--- config.mk ---
export PLATFORM = sky130hd
export DESIGN_NAME = adc_self_trigger
export DESIGN_NICKNAME = d
export VERILOG_FILES = /design/src/adc_trig_pkg.sv /design/src/trig_cfg_if.sv /design/src/trig_event_if.sv /design/src/adc_self_trigger.sv /design/src/baseline_tracker.sv /design/src/event_framer.sv /design/src/hit_discriminator.sv /design/src/trig_csr.sv
export SDC_FILE = /design/constraint.sdc
export NUM_CORES = 1
export LEC_CHECK = 0
export BUFFER_PORTS_ARGS = -buffer_cell sky130_fd_sc_hd__buf_2
export CELL_PAD_IN_SITES_DETAIL_PLACEMENT = 0
export CELL_PAD_IN_SITES_GLOBAL_PLACEMENT = 1
export CORE_MARGIN = 5
export CORE_UTILIZATION = 40
export DETAILED_ROUTE_END_ITERATION = 12
export PLACE_DENSITY_LB_ADDON = 0.1
export RECOVER_POWER = 25
export REMOVE_ABC_BUFFERS = 1
export SETUP_SLACK_MARGIN = 0.4
export SLEW_MARGIN = 15
export SYNTH_ARGS = -nofsm -noshare
export SYNTH_HDL_FRONTEND = slang
export SYNTH_HIERARCHICAL = 1
export SYNTH_SLANG_ARGS = --single-unit
--- constraint.sdc ---
create_clock -name CLK -period 12.4 [get_ports CLK]
set_input_delay 2.48 -clock CLK [delete_from_list [all_inputs] [get_ports CLK]]
set_output_delay 2.48 -clock CLK [all_outputs]
set_load 0.02 [all_outputs]
--- src/adc_trig_pkg.sv ---
package adc_trig_pkg;

  // stream geometry
  localparam int LANES  = 8;
  localparam int LANE_W = 16;
  localparam int ADC_W  = 12;
  localparam int WORD_W = LANES * LANE_W;
  localparam int TS_W   = 48;

  // header field widths
  localparam int EVT_W  = 16;
  localparam int WCNT_W = 8;
  localparam int HDR_PAD_W = WORD_W - TS_W - ADC_W - (ADC_W + 1) - EVT_W - WCNT_W;

  // apb register port, byte address with word offsets above bit 1
  localparam int APB_DW = 32;
  localparam int CSR_AW = 4;
  localparam int APB_AW = CSR_AW + 2;

  typedef logic signed [ADC_W-1:0] sample_t;
  // one extra bit so sample minus baseline never wraps
  typedef logic signed [ADC_W:0]   thresh_t;

  // sample sits in the upper bits of its lane
  typedef struct packed {
    sample_t                   sample;
    logic [LANE_W-ADC_W-1:0]   pad;
  } lane_t;

  typedef struct packed {
    logic [HDR_PAD_W-1:0] pad;
    logic [TS_W-1:0]      ts;
    sample_t              baseline;
    thresh_t              threshold;
    logic [EVT_W-1:0]     evt_num;
    logic [WCNT_W-1:0]    word_cnt;
  } hit_header_t;

  // data words carry lanes, the first word of a packet carries the header
  typedef union packed {
    lane_t [LANES-1:0] lanes;
    hit_header_t       hdr;
  } adc_word_u;

  // register word offsets
  localparam logic [CSR_AW-1:0] CSR_CTRL      = 4'd0;
  localparam logic [CSR_AW-1:0] CSR_THRESH    = 4'd1;
  localparam logic [CSR_AW-1:0] CSR_BASE_FIX  = 4'd2;
  localparam logic [CSR_AW-1:0] CSR_BASE_MEAS = 4'd3;
  localparam logic [CSR_AW-1:0] CSR_EVT_CNT   = 4'd4;
  localparam logic [CSR_AW-1:0] CSR_TS_LO     = 4'd5;
  localparam logic [CSR_AW-1:0] CSR_TS_HI     = 4'd6;

endpackage

--- src/trig_cfg_if.sv ---
`timescale 1ns/10ps

interface trig_cfg_if;
  import adc_trig_pkg::*;

  // written over apb
  logic    enable;
  logic    baseline_sel;
  thresh_t threshold;
  sample_t fixed_baseline;

  // produced by the tracker
  sample_t measured_baseline;
  logic    measured_valid;

  modport csr (
    output enable, baseline_sel, threshold, fixed_baseline,
    input  measured_baseline, measured_valid
  );

  modport disc (
    input enable, baseline_sel, threshold, fixed_baseline,
    input measured_baseline, measured_valid
  );

  modport track (
    output measured_baseline, measured_valid
  );

endinterface

--- src/trig_event_if.sv ---
`timescale 1ns/10ps

interface trig_event_if;
  import adc_trig_pkg::*;

  // cleaned data word with its window flags
  adc_word_u       data;
  logic            data_valid;
  logic            window;
  logic            window_last;

  // first window word, capture fields hold until the next one
  logic            hit_start;
  logic [TS_W-1:0] ts_at_hit;
  sample_t         base_at_hit;
  thresh_t         thresh_at_hit;

  modport disc (
    output data, data_valid, window, window_last,
    output hit_start, ts_at_hit, base_at_hit, thresh_at_hit
  );

  modport frame (
    input data, data_valid, window, window_last,
    input hit_start, ts_at_hit, base_at_hit, thresh_at_hit
  );

endinterface
--- src/adc_self_trigger.sv ---
`timescale 1ns/10ps

module adc_self_trigger #(
  parameter int POST_LEN  = 6,
  parameter int ACQUI_LEN = 24,
  parameter int AVG_LOG2  = 3
) (
  input  logic                              CLK,
  input  logic                              RESETN,
  // adc stream
  input  logic [adc_trig_pkg::WORD_W-1:0]   s_data,
  input  logic                              s_valid,
  input  logic [adc_trig_pkg::TS_W-1:0]     current_time,
  input  logic                              downstream_ready,
  // apb
  input  logic [adc_trig_pkg::APB_AW-1:0]   paddr,
  input  logic                              psel,
  input  logic                              penable,
  input  logic                              pwrite,
  input  logic [adc_trig_pkg::APB_DW-1:0]   pwdata,
  output logic [adc_trig_pkg::APB_DW-1:0]   prdata,
  output logic                              pready,
  output logic                              pslverr,
  // packet stream
  output logic [adc_trig_pkg::WORD_W-1:0]   m_data,
  output logic                              m_valid,
  output logic                              m_header,
  output logic                              m_last
);

  logic hit_word;

  trig_cfg_if   cfg ();
  trig_event_if evt ();

  trig_csr i_csr (
    .CLK     (CLK),
    .RESETN  (RESETN),
    .paddr   (paddr),
    .psel    (psel),
    .penable (penable),
    .pwrite  (pwrite),
    .pwdata  (pwdata),
    .prdata  (prdata),
    .pready  (pready),
    .pslverr (pslverr),
    .cfg     (cfg.csr),
    .evt     (evt.frame)
  );

  hit_discriminator #(
    .POST_LEN  (POST_LEN),
    .ACQUI_LEN (ACQUI_LEN)
  ) i_disc (
    .CLK              (CLK),
    .RESETN           (RESETN),
    .s_data           (s_data),
    .s_valid          (s_valid),
    .current_time     (current_time),
    .downstream_ready (downstream_ready),
    .cfg              (cfg.disc),
    .evt              (evt.disc),
    .hit_word         (hit_word)
  );

  baseline_tracker #(
    .AVG_LOG2 (AVG_LOG2)
  ) i_track (
    .CLK      (CLK),
    .RESETN   (RESETN),
    .s_data   (s_data),
    .s_valid  (s_valid),
    .hit_word (hit_word),
    .cfg      (cfg.track)
  );

  event_framer #(
    .ACQUI_LEN (ACQUI_LEN)
  ) i_framer (
    .CLK      (CLK),
    .RESETN   (RESETN),
    .evt      (evt.frame),
    .m_data   (m_data),
    .m_valid  (m_valid),
    .m_header (m_header),
    .m_last   (m_last)
  );

endmodule

--- src/baseline_tracker.sv ---
`timescale 1ns/10ps

module baseline_tracker #(
  parameter int AVG_LOG2 = 3
) (
  input  logic                              CLK,
  input  logic                              RESETN,
  input  logic [adc_trig_pkg::WORD_W-1:0]   s_data,
  input  logic                              s_valid,
  input  logic                              hit_word,
  trig_cfg_if.track                         cfg
);
  import adc_trig_pkg::*;

  // eight lanes add three bits of growth
  localparam int SUM_W = ADC_W + 3;
  localparam int ACC_W = SUM_W + AVG_LOG2;
  localparam int BLOCK = 2 ** AVG_LOG2;

  adc_word_u               in_word;
  logic signed [SUM_W-1:0] word_sum;
  logic signed [SUM_W-1:0] sum_q;
  logic signed [ACC_W-1:0] acc;
  logic signed [ACC_W-1:0] acc_next;
  logic signed [ACC_W-1:0] mean;
  logic [AVG_LOG2:0]       cnt;
  logic                    sum_valid;
  logic                    dirty;
  logic                    dirty_next;
  logic                    block_end;

  assign in_word = s_data;

  always_comb begin
    word_sum = '0;
    for (int i = 0; i < LANES; i++) begin
      word_sum = word_sum + SUM_W'(in_word.lanes[i].sample);
    end
  end

  // sum_q lines up with hit_word of the same word
  assign acc_next   = acc + ACC_W'(sum_q);
  assign dirty_next = dirty | hit_word;
  assign block_end  = sum_valid && (cnt == BLOCK - 1);
  assign mean       = acc_next >>> (AVG_LOG2 + 3);

  always_ff @(posedge CLK) begin
    sum_q <= word_sum;
  end

  always_ff @(posedge CLK or negedge RESETN) begin
    if (!RESETN) begin
      sum_valid             <= 1'b0;
      acc                   <= '0;
      cnt                   <= '0;
      dirty                 <= 1'b0;
      cfg.measured_baseline <= '0;
      cfg.measured_valid    <= 1'b0;
    end else begin
      sum_valid <= s_valid;
      if (block_end) begin
        acc   <= '0;
        cnt   <= '0;
        dirty <= 1'b0;
        // blocks that saw a hit are dropped
        if (!dirty_next) begin
          cfg.measured_baseline <= mean[ADC_W-1:0];
          cfg.measured_valid    <= 1'b1;
        end
      end else if (sum_valid) begin
        acc   <= acc_next;
        cnt   <= cnt + 1'b1;
        dirty <= dirty_next;
      end
    end
  end

endmodule

--- src/event_framer.sv ---
`timescale 1ns/10ps

module event_framer #(
  parameter int ACQUI_LEN = 24
) (
  input  logic                              CLK,
  input  logic                              RESETN,
  trig_event_if.frame                       evt,
  output logic [adc_trig_pkg::WORD_W-1:0]   m_data,
  output logic                              m_valid,
  output logic                              m_header,
  output logic                              m_last
);
  import adc_trig_pkg::*;

  localparam int CNT_W = $clog2(ACQUI_LEN + 1);

  adc_word_u        hold_word;
  adc_word_u        out_word;
  hit_header_t      hdr;
  logic             hold_win;
  logic             hold_last;
  logic [EVT_W-1:0] evt_num;
  logic [CNT_W-1:0] word_cnt;

  // header takes the slot of the stale held word
  always_comb begin
    hdr           = '0;
    hdr.ts        = evt.ts_at_hit;
    hdr.baseline  = evt.base_at_hit;
    hdr.threshold = evt.thresh_at_hit;
    hdr.evt_num   = evt_num;
    // length of the event before this one
    hdr.word_cnt  = WCNT_W'(word_cnt);
    if (evt.hit_start) begin
      out_word.hdr = hdr;
    end else begin
      out_word.lanes = hold_word.lanes;
    end
  end

  always_ff @(posedge CLK or negedge RESETN) begin
    if (!RESETN) begin
      hold_win  <= 1'b0;
      hold_last <= 1'b0;
      m_valid   <= 1'b0;
      m_header  <= 1'b0;
      m_last    <= 1'b0;
      evt_num   <= '0;
      word_cnt  <= '0;
    end else begin
      hold_win  <= evt.data_valid & evt.window;
      hold_last <= evt.data_valid & evt.window_last;
      m_valid   <= evt.hit_start | hold_win;
      m_header  <= evt.hit_start;
      m_last    <= hold_last & ~evt.hit_start;
      if (evt.hit_start) begin
        evt_num  <= evt_num + 1'b1;
        word_cnt <= CNT_W'(1);
      end else if (evt.data_valid & evt.window) begin
        word_cnt <= word_cnt + 1'b1;
      end
    end
  end

  always_ff @(posedge CLK) begin
    hold_word <= evt.data;
    m_data    <= out_word;
  end

  a_last_valid: assert property (@(posedge CLK) disable iff (!RESETN)
    m_last |-> m_valid);

endmodule

--- src/hit_discriminator.sv ---
`timescale 1ns/10ps

module hit_discriminator #(
  parameter int POST_LEN  = 6,
  parameter int ACQUI_LEN = 24
) (
  input  logic                              CLK,
  input  logic                              RESETN,
  input  logic [adc_trig_pkg::WORD_W-1:0]   s_data,
  input  logic                              s_valid,
  input  logic [adc_trig_pkg::TS_W-1:0]     current_time,
  input  logic                              downstream_ready,
  trig_cfg_if.disc                          cfg,
  trig_event_if.disc                        evt,
  output logic                              hit_word
);
  import adc_trig_pkg::*;

  localparam int ACQ_W  = $clog2(ACQUI_LEN + 1);
  localparam int POST_W = $clog2(POST_LEN + 2);

  adc_word_u         in_word;
  adc_word_u         clean_word;
  adc_word_u         d1;
  adc_word_u         d2;
  sample_t           eff_base;
  sample_t           base1;
  sample_t           base2;
  thresh_t           thr1;
  thresh_t           thr2;
  logic [TS_W-1:0]   ts1;
  logic [TS_W-1:0]   ts2;
  logic [LANES-1:0]  reach;
  logic              v1;
  logic              v2;
  logic              hit2;
  logic              hit3;
  logic              open_q;
  logic              start;
  logic              in_win;
  logic              win_last;
  logic [ACQ_W-1:0]  acq_cnt;
  logic [ACQ_W-1:0]  acq_next;
  logic [POST_W-1:0] post_cnt;
  logic [POST_W-1:0] post_next;
  logic              win_busy;

  assign in_word = s_data;

  // tracked baseline only once the tracker has a value
  assign eff_base = (cfg.baseline_sel && cfg.measured_valid) ?
                    cfg.measured_baseline : cfg.fixed_baseline;

  // strip pad bits and compare sample minus baseline per lane in 13 bits
  always_comb begin
    for (int i = 0; i < LANES; i++) begin
      clean_word.lanes[i].sample = in_word.lanes[i].sample;
      clean_word.lanes[i].pad    = '0;
      reach[i] = (thresh_t'(in_word.lanes[i].sample) - thresh_t'(eff_base)) >= cfg.threshold;
    end
  end

  // window decision for the word in stage 2
  always_comb begin
    // rising edge only and never straight after a window word
    start     = v2 & hit2 & ~hit3 & ~open_q & ~evt.window & cfg.enable & downstream_ready;
    in_win    = start | (v2 & open_q);
    acq_next  = start ? ACQ_W'(1) : acq_cnt + ACQ_W'(1);
    post_next = hit2 ? '0 : post_cnt + POST_W'(1);
    win_last  = in_win & ((acq_next == ACQ_W'(ACQUI_LEN)) | (post_next == POST_W'(POST_LEN)));
  end

  // a gap in s_valid clears the hit pipeline
  always_ff @(posedge CLK or negedge RESETN) begin
    if (!RESETN) begin
      v1       <= 1'b0;
      hit_word <= 1'b0;
      v2       <= 1'b0;
      hit2     <= 1'b0;
      hit3     <= 1'b0;
    end else begin
      v1       <= s_valid;
      hit_word <= s_valid & (&reach);
      v2       <= v1;
      hit2     <= hit_word;
      hit3     <= hit2;
    end
  end

  // window flags and counters
  always_ff @(posedge CLK or negedge RESETN) begin
    if (!RESETN) begin
      evt.data_valid  <= 1'b0;
      evt.window      <= 1'b0;
      evt.window_last <= 1'b0;
      evt.hit_start   <= 1'b0;
      open_q          <= 1'b0;
      acq_cnt         <= '0;
      post_cnt        <= '0;
    end else begin
      evt.data_valid  <= v2;
      evt.window      <= in_win;
      evt.window_last <= win_last;
      evt.hit_start   <= start;
      if (in_win) begin
        acq_cnt  <= acq_next;
        post_cnt <= post_next;
      end
      if (v2) begin
        open_q <= in_win & ~win_last;
      end
    end
  end

  // data and capture path three registers deep
  always_ff @(posedge CLK) begin
    d1    <= clean_word;
    ts1   <= current_time;
    base1 <= eff_base;
    thr1  <= cfg.threshold;
    d2    <= d1;
    ts2   <= ts1;
    base2 <= base1;
    thr2  <= thr1;
    evt.data <= d2;
    if (start) begin
      evt.ts_at_hit     <= ts2;
      evt.base_at_hit   <= base2;
      evt.thresh_at_hit <= thr2;
    end
  end

  // event window as seen on the output side, from hit_start to window_last
  always_ff @(posedge CLK or negedge RESETN) begin
    if (!RESETN) begin
      win_busy <= 1'b0;
    end else if (evt.window_last) begin
      win_busy <= 1'b0;
    end else if (evt.hit_start) begin
      win_busy <= 1'b1;
    end
  end

  a_win_cap: assert property (@(posedge CLK) disable iff (!RESETN)
    evt.window [*ACQUI_LEN] |=> !evt.window);

  a_no_nested_hit: assert property (@(posedge CLK) disable iff (!RESETN)
    win_busy |-> !evt.hit_start);

endmodule

--- src/trig_csr.sv ---
`timescale 1ns/10ps

module trig_csr (
  input  logic                              CLK,
  input  logic                              RESETN,
  input  logic [adc_trig_pkg::APB_AW-1:0]   paddr,
  input  logic                              psel,
  input  logic                              penable,
  input  logic                              pwrite,
  input  logic [adc_trig_pkg::APB_DW-1:0]   pwdata,
  output logic [adc_trig_pkg::APB_DW-1:0]   prdata,
  output logic                              pready,
  output logic                              pslverr,
  trig_cfg_if.csr                           cfg,
  trig_event_if.frame                       evt
);
  import adc_trig_pkg::*;

  logic [CSR_AW-1:0] addr;
  logic              access;
  logic              wr_en;
  logic              mapped;
  logic [APB_DW-1:0] evt_cnt;
  logic [TS_W-1:0]   last_ts;

  assign addr   = paddr[APB_AW-1:2];
  assign access = psel & penable;
  assign wr_en  = access & pwrite;

  // no wait states
  assign pready = 1'b1;

  // read mux, also flags unmapped offsets
  always_comb begin
    mapped = 1'b1;
    prdata = '0;
    case (addr)
      CSR_CTRL: begin
        prdata[1:0] = {cfg.baseline_sel, cfg.enable};
      end
      CSR_THRESH: begin
        prdata[ADC_W:0] = cfg.threshold;
      end
      CSR_BASE_FIX: begin
        prdata[ADC_W-1:0] = cfg.fixed_baseline;
      end
      CSR_BASE_MEAS: begin
        prdata[ADC_W-1:0] = cfg.measured_baseline;
      end
      CSR_EVT_CNT: begin
        prdata = evt_cnt;
      end
      CSR_TS_LO: begin
        prdata = last_ts[31:0];
      end
      CSR_TS_HI: begin
        prdata[TS_W-33:0] = last_ts[TS_W-1:32];
      end
      default: begin
        mapped = 1'b0;
      end
    endcase
  end

  assign pslverr = access & ~mapped;

  // writes land at the end of the access phase
  always_ff @(posedge CLK or negedge RESETN) begin
    if (!RESETN) begin
      cfg.enable         <= 1'b0;
      cfg.baseline_sel   <= 1'b0;
      cfg.threshold      <= '0;
      cfg.fixed_baseline <= '0;
    end else if (wr_en) begin
      case (addr)
        CSR_CTRL: begin
          cfg.enable       <= pwdata[0];
          cfg.baseline_sel <= pwdata[1];
        end
        CSR_THRESH: begin
          cfg.threshold <= pwdata[ADC_W:0];
        end
        CSR_BASE_FIX: begin
          cfg.fixed_baseline <= pwdata[ADC_W-1:0];
        end
        default: begin
        end
      endcase
    end
  end

  // event status
  always_ff @(posedge CLK or negedge RESETN) begin
    if (!RESETN) begin
      evt_cnt <= '0;
      last_ts <= '0;
    end else if (evt.hit_start) begin
      evt_cnt <= evt_cnt + 1'b1;
      last_ts <= evt.ts_at_hit;
    end
  end

  a_apb_enable: assert property (@(posedge CLK) disable iff (!RESETN)
    penable |-> psel);

endmodule

# After elaboration in Yosys (flattened, before gate mapping)
# Cells that the tools add are included.
# word_totals
inputBits	221
register_bits	926
wordCells	142
output_inout_bits	165
# op_classes
n_reduce_logical	11
mux	18
n_addsub	22
order_cmp	8
n_bitwise	27
n_eq_ne	9
# op_table
operator	count
$ge 13x13->1	8
$sub 12x12->13	8
$mux 96	1
$add 15x12->15	5
$pmux 10 s6	1
$mux 18	2
$add 32x1->32 const B	1
$pmux 16 s2	1
$add 18x15->18	1
$add 16x1->16 const B	1
$and 1x1->1	16
$eq 4x3->1 const B	4
$mux 5	3
$add 13x12->14	1
$pmux 2 s7	1
$add 12x12->13	1
$mux 12	1
$add 5x1->5 const B	2
$pmux 3 s3	1
$eq 4x2->1 const B	2
$mux 4	2
$reduce_and 2->1	4
$reduce_and 8->1	1
$not 1->1	7
other kinds (13)	20

# Depth between registers and ports, before layout
# Gate-level depths: netlist (run 1).
# logic_depth
depth_word	12
ltp_mapped	23
depth_no_buf	22

# Cells and area by module
# The synthesis (run 1) kept the hierarchy.
# by_module_without_submodules
module	instances	seq_area_each_um2	cells_per_inst	area_each_um2
hit_discriminator	1	11330.9	1482	18625.4
event_framer	1	5775.5	487	7544.7
baseline_tracker	1	1226.2	528	5141.2
trig_csr	1	2677.6	382	4912.2

# Least setup slack after synthesis (run 1)
# Ideal clock, no wire load.
# synth_path
kind	input -> register
start	input port downstream_ready
end	register i_disc.post_cnt[1]
setup_slack_ns	2.967
setup_ns	0.129
required_time_ns	12.271
arrival_ns	9.304
stages	4
path_cell_list	nand3_1 > nor3_1 > nor2_1 > mux2_2
# synth_via
elab_chain_len	2
# synth_rtl
item	line	source
start, declared	adc_self_trigger.sv:14	input logic downstream_ready,
$and 1x1->1	hit_discriminator.sv:66	start = v2 & hit2 & ~hit3 & ~open_q & ~evt.window & cfg.enable & downstream_ready;
via i_disc.start	hit_discriminator.sv:39	logic start;
$or 1x1->1	hit_discriminator.sv:67	in_win = start | (v2 & open_q);
end signal, assigned	hit_discriminator.sv:107	post_cnt <= post_next;
end, declared	hit_discriminator.sv:44	logic [POST_W-1:0] post_cnt;
# The timed path passes the listed nets, and every way through them passes these cells.
# A chain may end at the register's enable or synchronous reset.

# Worst setup path after layout (run 1)
# layout_path
start	input port paddr[3] (netlist bit)
end	output port prdata[0] (netlist bit)
# layout_via
elab_chain_len	2
# layout_rtl
item	line	source
start, declared	adc_self_trigger.sv:16	input logic [adc_trig_pkg::APB_AW-1:0] paddr,
$eq 4x3->1 (tied with other cells)	trig_csr.sv:37	case (addr)
$pmux 2 s7 *	trig_csr.sv:37	
end, declared	adc_self_trigger.sv:21	output logic [adc_trig_pkg::APB_DW-1:0] prdata,
# Mark *: on every way between the ends. The rest lies on a longest branch, timed or not.

==> results of run 1 <==
worst paths after layout:
kind / from / end / slack, ps / cells after the start
worst min register to register: i_disc/evt.data[42] / i_framer/hold_word[42] / 300 / 0
worst max register to register: i_csr/cfg.baseline_sel / i_disc/hit_word / 6530 / 20
worst max-delay path: paddr[3] / prdata[0] / 5580 / 6
worst min-delay path: i_disc/evt.data[42] / i_framer/hold_word[42] / 300 / 0
max in group asynchronous: RESETN / i_csr/last_ts[42] / 9250 / 2
min in group asynchronous: RESETN / i_framer/m_valid / 1790 / 1
sequential cells by signal, indices dropped and copies added (netlist names), 13 cells and up:
name / cells
i_disc/d2: 96
i_csr/cfg.threshold: 13
i_track/acc: 18
i_disc/thr2: 13
i_framer/hold_word: 128
i_framer/m_data: 128
i_track/sum_q: 15
i_disc/evt.ts_at_hit: 48
i_disc/d1: 96
i_disc/ts2: 48
i_csr/last_ts: 48
i_disc/evt.thresh_at_hit: 13
i_disc/evt.data: 96
i_disc/ts1: 48
i_csr/evt_cnt: 32
i_disc/thr1: 13
i_framer/evt_num: 16
metal layers:
metal,part of all wire,GRT usage,vias up
met2,0.48,0.332,434
met1,0.45,0.252,10890
met4,0.022,0.0470,10
li1,-,-,10653
met5,0.00073,0,-
met3,0.044,0.0388,128
metrics by stage:
stage          hold slack [ps]  worst slack, ps  cells  total power [uW]
3_3_place_gp               310             4930   4340              6360
4_1_cts                    298             5530   4520              9490
3_5_place_dp               312             4910   4340              6430
6_report                   297             5580   4528              9370
2_1_floorplan              310             2970   2809              5610
5_1_grt                    309             5400   4520              9970
Yosys cell counts (all sizes together), types with 37 or more instances:
cell type and instances:
a21o 73, a21oi 89, a22oi 37, buf 76
dfrtp 188, dfxtp 705, edfxtp 73, fa 76
ha 198, inv 232, mux2 179, nand2 95
nand3 56, nand4 39, nor2 70, nor2b 54
o21ai 49, xnor2 171, xor2 39
cell type report:
cell class	instances	area [sq um]
antenna	8	20.0
clock buffer	132	2730
clock inverter	48	658
fill	8177	47500
inverter	234	878
multi-input combinational	1609	13900
sequential	966	21000
tap	1176	1470
timing repair buffer	355	1850
cells by family (layout without fill, tap and decap cells):
group	count (synthesis)	count (layout)	synth area share
AOI/OAI and AO/OA	420	420	0.0820
xor gates and xnor gates	210	210	0.0508
and+or+nand+nor	449	449	0.0682
adders and majority gates	310	310	0.121
buffers and inverters	335	769	0.0401
DFF	966	966	0.580
other	2	41	0.000207
muxes	187	187	0.0580
worst register-to-register path, delay by kind of cell (launching register included):
family,cells,cell delay [ps]
compound gates,8,1930
fa+ha+maj,4,1060
buf+inv,1,50
flops,1,690
mux,1,540
simple gates,6,1490
report_power, final:
part	internal, uW	switching, uW	total, uW	leakage [uW]
combinational	1200	1550	2750	0.00833
clock	1770	1250	3020	0.00164
sequential	3440	164	3600	0.00910
placed cells by master, fill, tap and decap left out, drive strengths merged, types with 49 or more instances in the layout:
cell / n
dfxtp: 705
fa: 76
xnor2: 171
nor2: 70
buf: 354
a21oi: 89
clkbuf: 133
ha: 198
a21o: 73
nor2b: 54
nand2: 95
dfrtp: 188
edfxtp: 73
mux2: 179
inv: 240
nand3: 56
o21ai: 49
==> run_results.csv, run 1 <==
group,metric,value,unit
run_status,status,"finished clean",
cts,clk_pin_slew,60,ps
drt,vias,22115,
setup_path,critical_path_class,"primary input to primary output",
die,start_util,0.402,
setup_path,cp_common_cell,"buf_2",
pwr,ir_drop,0.125,mV
timing,slew_violations,0,
setup_path,cpPeakStageDelay,830,ps
die,die_area,0.0967,sq mm
flow_run,drv_cap,0,
global_route,antenna_found_initial,17,
drt,drt-total-wl,94500,um
setup_path,worstPathArrival,4340,ps
global_route,grt_pass1_vias,23544,
yosys,syn_avg_cell_area,12.6,sq um
yosys,ys_seq_area_frac,0.580,
yosys,async_reset_ff_frac,0.195,
hold_path,hold_class,"flip-flop to flip-flop",
cts,clk_latency,690,ps
cts,clock_path_buffers,3,
timing,slew_headroom,0.279,
layout,fin_area,0.0426,sq mm
yosys,synthTopCellsByArea,"dfxtp_1, dfrtp_1, ha_1",
yosys,synth_flop_cell,"dfxtp_1",
pwr,leakagePower,0.0191,uW
setup_path,cp_cell_sequence,"buf_2, nand2b_1, nor3_2, a222oi_1, nand3_1, buf_2",
global_route,grt_use_total,0.193,
place,place.gp.congestion,0.855,
global_route,overflow,0,
setup_path,required,9920,ps
yosys,synth_top_area_share,0.390,
yosys,synth-seq-cells,966,
place,io_buffers,331,
yosys,synthCells,2879,
timing,rsz0062_at_grt,"no",
die,fp.coreArea,0.0900,sq mm
setup_path,critPathMaxFanout,13,
global_route,grt_first_pass_wirelength,144000,um
timing,hold_viol_final,0,
place,hpwlAfterDp,72200,um
drt,drt-initial-drc-count,1147,
layout,fin_util,0.473,
drt,avgRoutedWirePerCell,20.9,um
layout,post_route_cells_drive_above_1_share,0.226,
global_route,grt_max_degree,69,
yosys,synth-edff-count,73,
die,die_h,311,um
cts,tritoncts,"done",
yosys,synth_area,0.0362,sq mm
timing,tns,0,ps
die,io_pins,386,
setup_path,worst_setup_path_end_kind,"primary output",
cts,cts_buffers,96,
drt,drc,0,
cts,cts.repair.resized,0,
cts,cts_root_buf,"clkbuf_16",
layout,fin_nets,3757,
cts,postCtsSetupBuffers,0,
drt,vias_per_cell,4.88,
timing,period_share,0.550,
timing,fmax,0.147,GHz
timing,worst_pin_slew,1080,ps
setup_path,crit_slowest_cell,"nor3_2",
pwr,powerDensity,220,mW/mm^2
yosys,yosysWarnings,6,
place,placed_area,0.0391,sq mm
die,die_x,311,um
die,rows,110,
setup_path,crit_family,"simple AND/OR/NAND/NOR gates",
timing,setup_viol,0,
yosys,synth.largest_area_cell,"dfxtp_1",
drt,detail-route-antenna-nets,0,
setup_path,cp_num_buf_inv,2,
timing,finalCriticalPeriod,6820,ps
cts,cts_num_sinks,966,
cts,cts-htree-levels,3,
yosys,netlist-cell-type-count,98,
cts,hold_buffers,0,
setup_path,cp-start-kind,"primary input",
layout,syn_to_final_growth,17.5,%
drt,dr.pass1.iters,5,
timing,fin_worst_skew,50.3,ps
Note: power is estimated with default switching activity, not from simulation.
==> inputs of run 2 (changes only) <==
--- a/config.mk
+++ b/config.mk
@@ -5,6 +5,7 @@
 export SDC_FILE = /design/constraint.sdc
 export NUM_CORES = 1
 export LEC_CHECK = 0
+export ABC_AREA = 1
 export BUFFER_PORTS_ARGS = -buffer_cell sky130_fd_sc_hd__buf_2
 export CELL_PAD_IN_SITES_DETAIL_PLACEMENT = 0
 export CELL_PAD_IN_SITES_GLOBAL_PLACEMENT = 1
==> constraint.sdc (replaced) <==
create_clock -name CLK -period 6.4 [get_ports CLK]
set_input_delay 1.28 -clock CLK [delete_from_list [all_inputs] [get_ports CLK]]
set_output_delay 1.28 -clock CLK [all_outputs]
set_load 0.02 [all_outputs]
==> run 2 against run 1 <==
  * Final cell count is 32% higher
  * Flip-flop and latch count stayed put
  * Register-to-register slack worse by 5100 ps
  * Routed wire length is 17% higher
  * Synthesized area is 5.9% higher
  * Clock skew is 20 ps lower
  * Global-route usage is 2.0 points higher
  * Power is 100% higher
  * Critical path depth is 23 higher
  * Non-clock buffer count stayed put
  * Synthesized cell count is 47% higher
==> run_results.csv, run 2 <==
group,metric,value,unit
cts,clk_pin_slew,60,ps
global_route,grt_use_total,0.214,
timing,tns,0,ps
cts,cts_root_buf,"clkbuf_16",
die,die_x,320,um
global_route,grt_pass1_vias,26493,
layout,layout_common_cells,"nand2_1, dfxtp_1, inv_1",
place,place.gp.congestion,0.897,
cts,cts.repair.resized,0,
pwr,power,18800,uW
yosys,async_reset_ff_frac,0.195,
drt,vias,27323,
layout,final_common_cell,"nand2_1",
yosys,synthCells,4223,
setup_path,worst_setup_path_end_kind,"flip-flop",
timing,rsz0062_at_grt,"no",
timing,slew_headroom,0.339,
yosys,synth_top_area_share,0.368,
drt,drc,0,
yosys,synthTopCellsByArea,"dfxtp_1, nand2_1, dfrtp_1",
drt,vias_per_cell,4.58,
cts,clk_latency,690,ps
cts,clock_path_buffers,3,
global_route,antenna_found_initial,20,
yosys,synth-edff-count,73,
global_route,grt_max_degree,84,
run_status,status,"finished clean",
place,hpwlAfterDp,82400,um
hold_path,hold_class,"flip-flop to flip-flop",
drt,dr.pass1.iters,8,
setup_path,cp-start-kind,"flip-flop",
setup_path,critPathMaxFanout,26,
setup_path,cp_common_cell,"nand2_1",
drt,wl_met1,51200,um
yosys,synth.largest_area_cell,"dfxtp_1",
setup_path,critical_path_class,"flip-flop to flip-flop",
cts,cts_buffers,98,
pwr,powerDensity,420,mW/mm^2
timing,setup_viol,0,
layout,syn_to_final_growth,16.6,%
yosys,yosysWarnings,6,
setup_path,cpPeakStageDelay,460,ps
global_route,overflow,0,
yosys,netlist-cell-type-count,55,
die,start_util,0.403,
yosys,muxShareOfSynthArea,0.000881,
yosys,yosysMostFrequentCell,"nand2_1",
cts,tritoncts,"done",
cts,postCtsSetupBuffers,0,
drt,wl_met3,5100,um
drt,routed-wl-met2,51600,um
cts,cts_num_sinks,966,
setup_path,required,6980,ps
flow_run,drv_cap,0,
drt,drt-total-wl,111000,um
drt,avgRoutedWirePerCell,18.6,um
layout,top_regs,"i_framer/hold_word x128, i_framer/m_data x128",
setup_path,crit_slowest_cell,"nand2_1",
yosys,ys_seq_area_frac,0.548,
timing,finalCriticalPeriod,4920,ps
layout,post_route_cells_drive_above_1_share,0.124,
timing,hold_viol_final,0,
drt,detail-route-antenna-nets,0,
yosys,synth_commonest_cells,"nand2_1, dfxtp_1, inv_1, nor2_1, ha_1",
layout,fin_nets,5104,
die,die_h,320,um
die,io_pins,386,
yosys,yosys.area_share.simple,0.193,
die,die_area,0.102,sq mm
timing,fin_worst_skew,30.2,ps
yosys,synth_adder_area_share,0.104,
yosys,synth_compound_area_frac,0.0521,
layout,nFillCells,9286,
layout,seq_area,0.0210,sq mm
timing,slew_violations,0,
timing,worst_pin_slew,990,ps
die,fp.coreArea,0.0952,sq mm
drt,drt-initial-drc-count,1748,
yosys,syn_avg_cell_area,9.08,sq um
yosys,synth_area,0.0384,sq mm
timing,fmax,0.203,GHz
die,rows,113,
yosys,synth_flop_cell,"dfxtp_1",
place,io_buffers,331,
layout,multi_input_area,0.0145,sq mm
yosys,synth-seq-cells,966,
yosys,synth_top_family_by_area,"simple AND/OR/NAND/NOR gates",
cts,hold_buffers,0,
drt,topRoutingLayerUsed,"met5",
pwr,ir_drop,0.223,mV
cts,cts-htree-levels,3,
pwr,leakagePower,0.0223,uW
timing,period_share,0.769,
yosys,synthXorXnorAreaFrac,0.0251,
global_route,grt_first_pass_wirelength,165000,um
setup_path,worstPathArrival,5500,ps
run 2: worst paths after layout:
kind                       cells past startpoint           endpoint  slack, ps                   start
min in group asynchronous                      1  i_framer/m_header        490                  RESETN
max in group asynchronous                      2    i_track/acc[10]       4430                  RESETN
max reg2reg                                   29    i_disc/hit_word       1480  i_csr/cfg.baseline_sel
min                                            0     i_disc/ts2[43]        310          i_disc/ts1[43]
max                                           29    i_disc/hit_word       1480  i_csr/cfg.baseline_sel
min reg2reg                                    0     i_disc/ts2[43]        310          i_disc/ts1[43]
run 2: per-stage QoR:
stage	setup WS, ps	instance area, sq um	hold slack (ps)	cells	util
6_report	1480	44700	307	5961	0.470
5_1_grt	986	44700	315	5960	0.470
4_1_cts	1400	44700	304	5960	0.470
3_5_place_dp	1240	41300	312	5774	0.434
3_3_place_gp	1230	41300	310	5774	0.434
2_1_floorplan	106	37800	310	4154	-
run 2: metal layers:
metal,vias up,track usage
li1,13859,-
met1,12696,0.296
met3,161,0.0336
met2,595,0.354
met5,-,0
met4,12,0.0516
run 2: critical path, delay by kind of cell (launching register included):
family	cells	cell delay (ps)
flip-flops	1	430
AND/OR/NAND/NOR	22	2930
adder cells (fa/ha/maj)	3	910
buffers and inverters	4	500
run 2: where the power goes:
group	switching (uW)	internal (uW)	leakage [uW]
sequential	253	6640	0.00912
clock	2450	3450	0.00166
combinational	3810	2160	0.0115
total	6510	12300	0.0223
run 2: cell type report:
type,count,share of cell area
well taps,1265,0.0354
flip-flops and latches,966,0.470
clock buffers,144,0.0652
multi-input cells,2579,0.325
diodes,1,0.0000560
inverters,609,0.0512
repair buffers,355,0.0413
clock inverters,42,0.0118
run 2: kinds of logic (layout without fill, tap and decap cells):
group,Yosys count,count (layout)
other,2,34
muxes,3,3
adders and majority gates,274,274
DFF,966,966
and+or+nand+nor,1799,1799
buffers and inverters,709,1150
xor gates and xnor gates,110,110
AOI/OAI and AO/OA,360,360
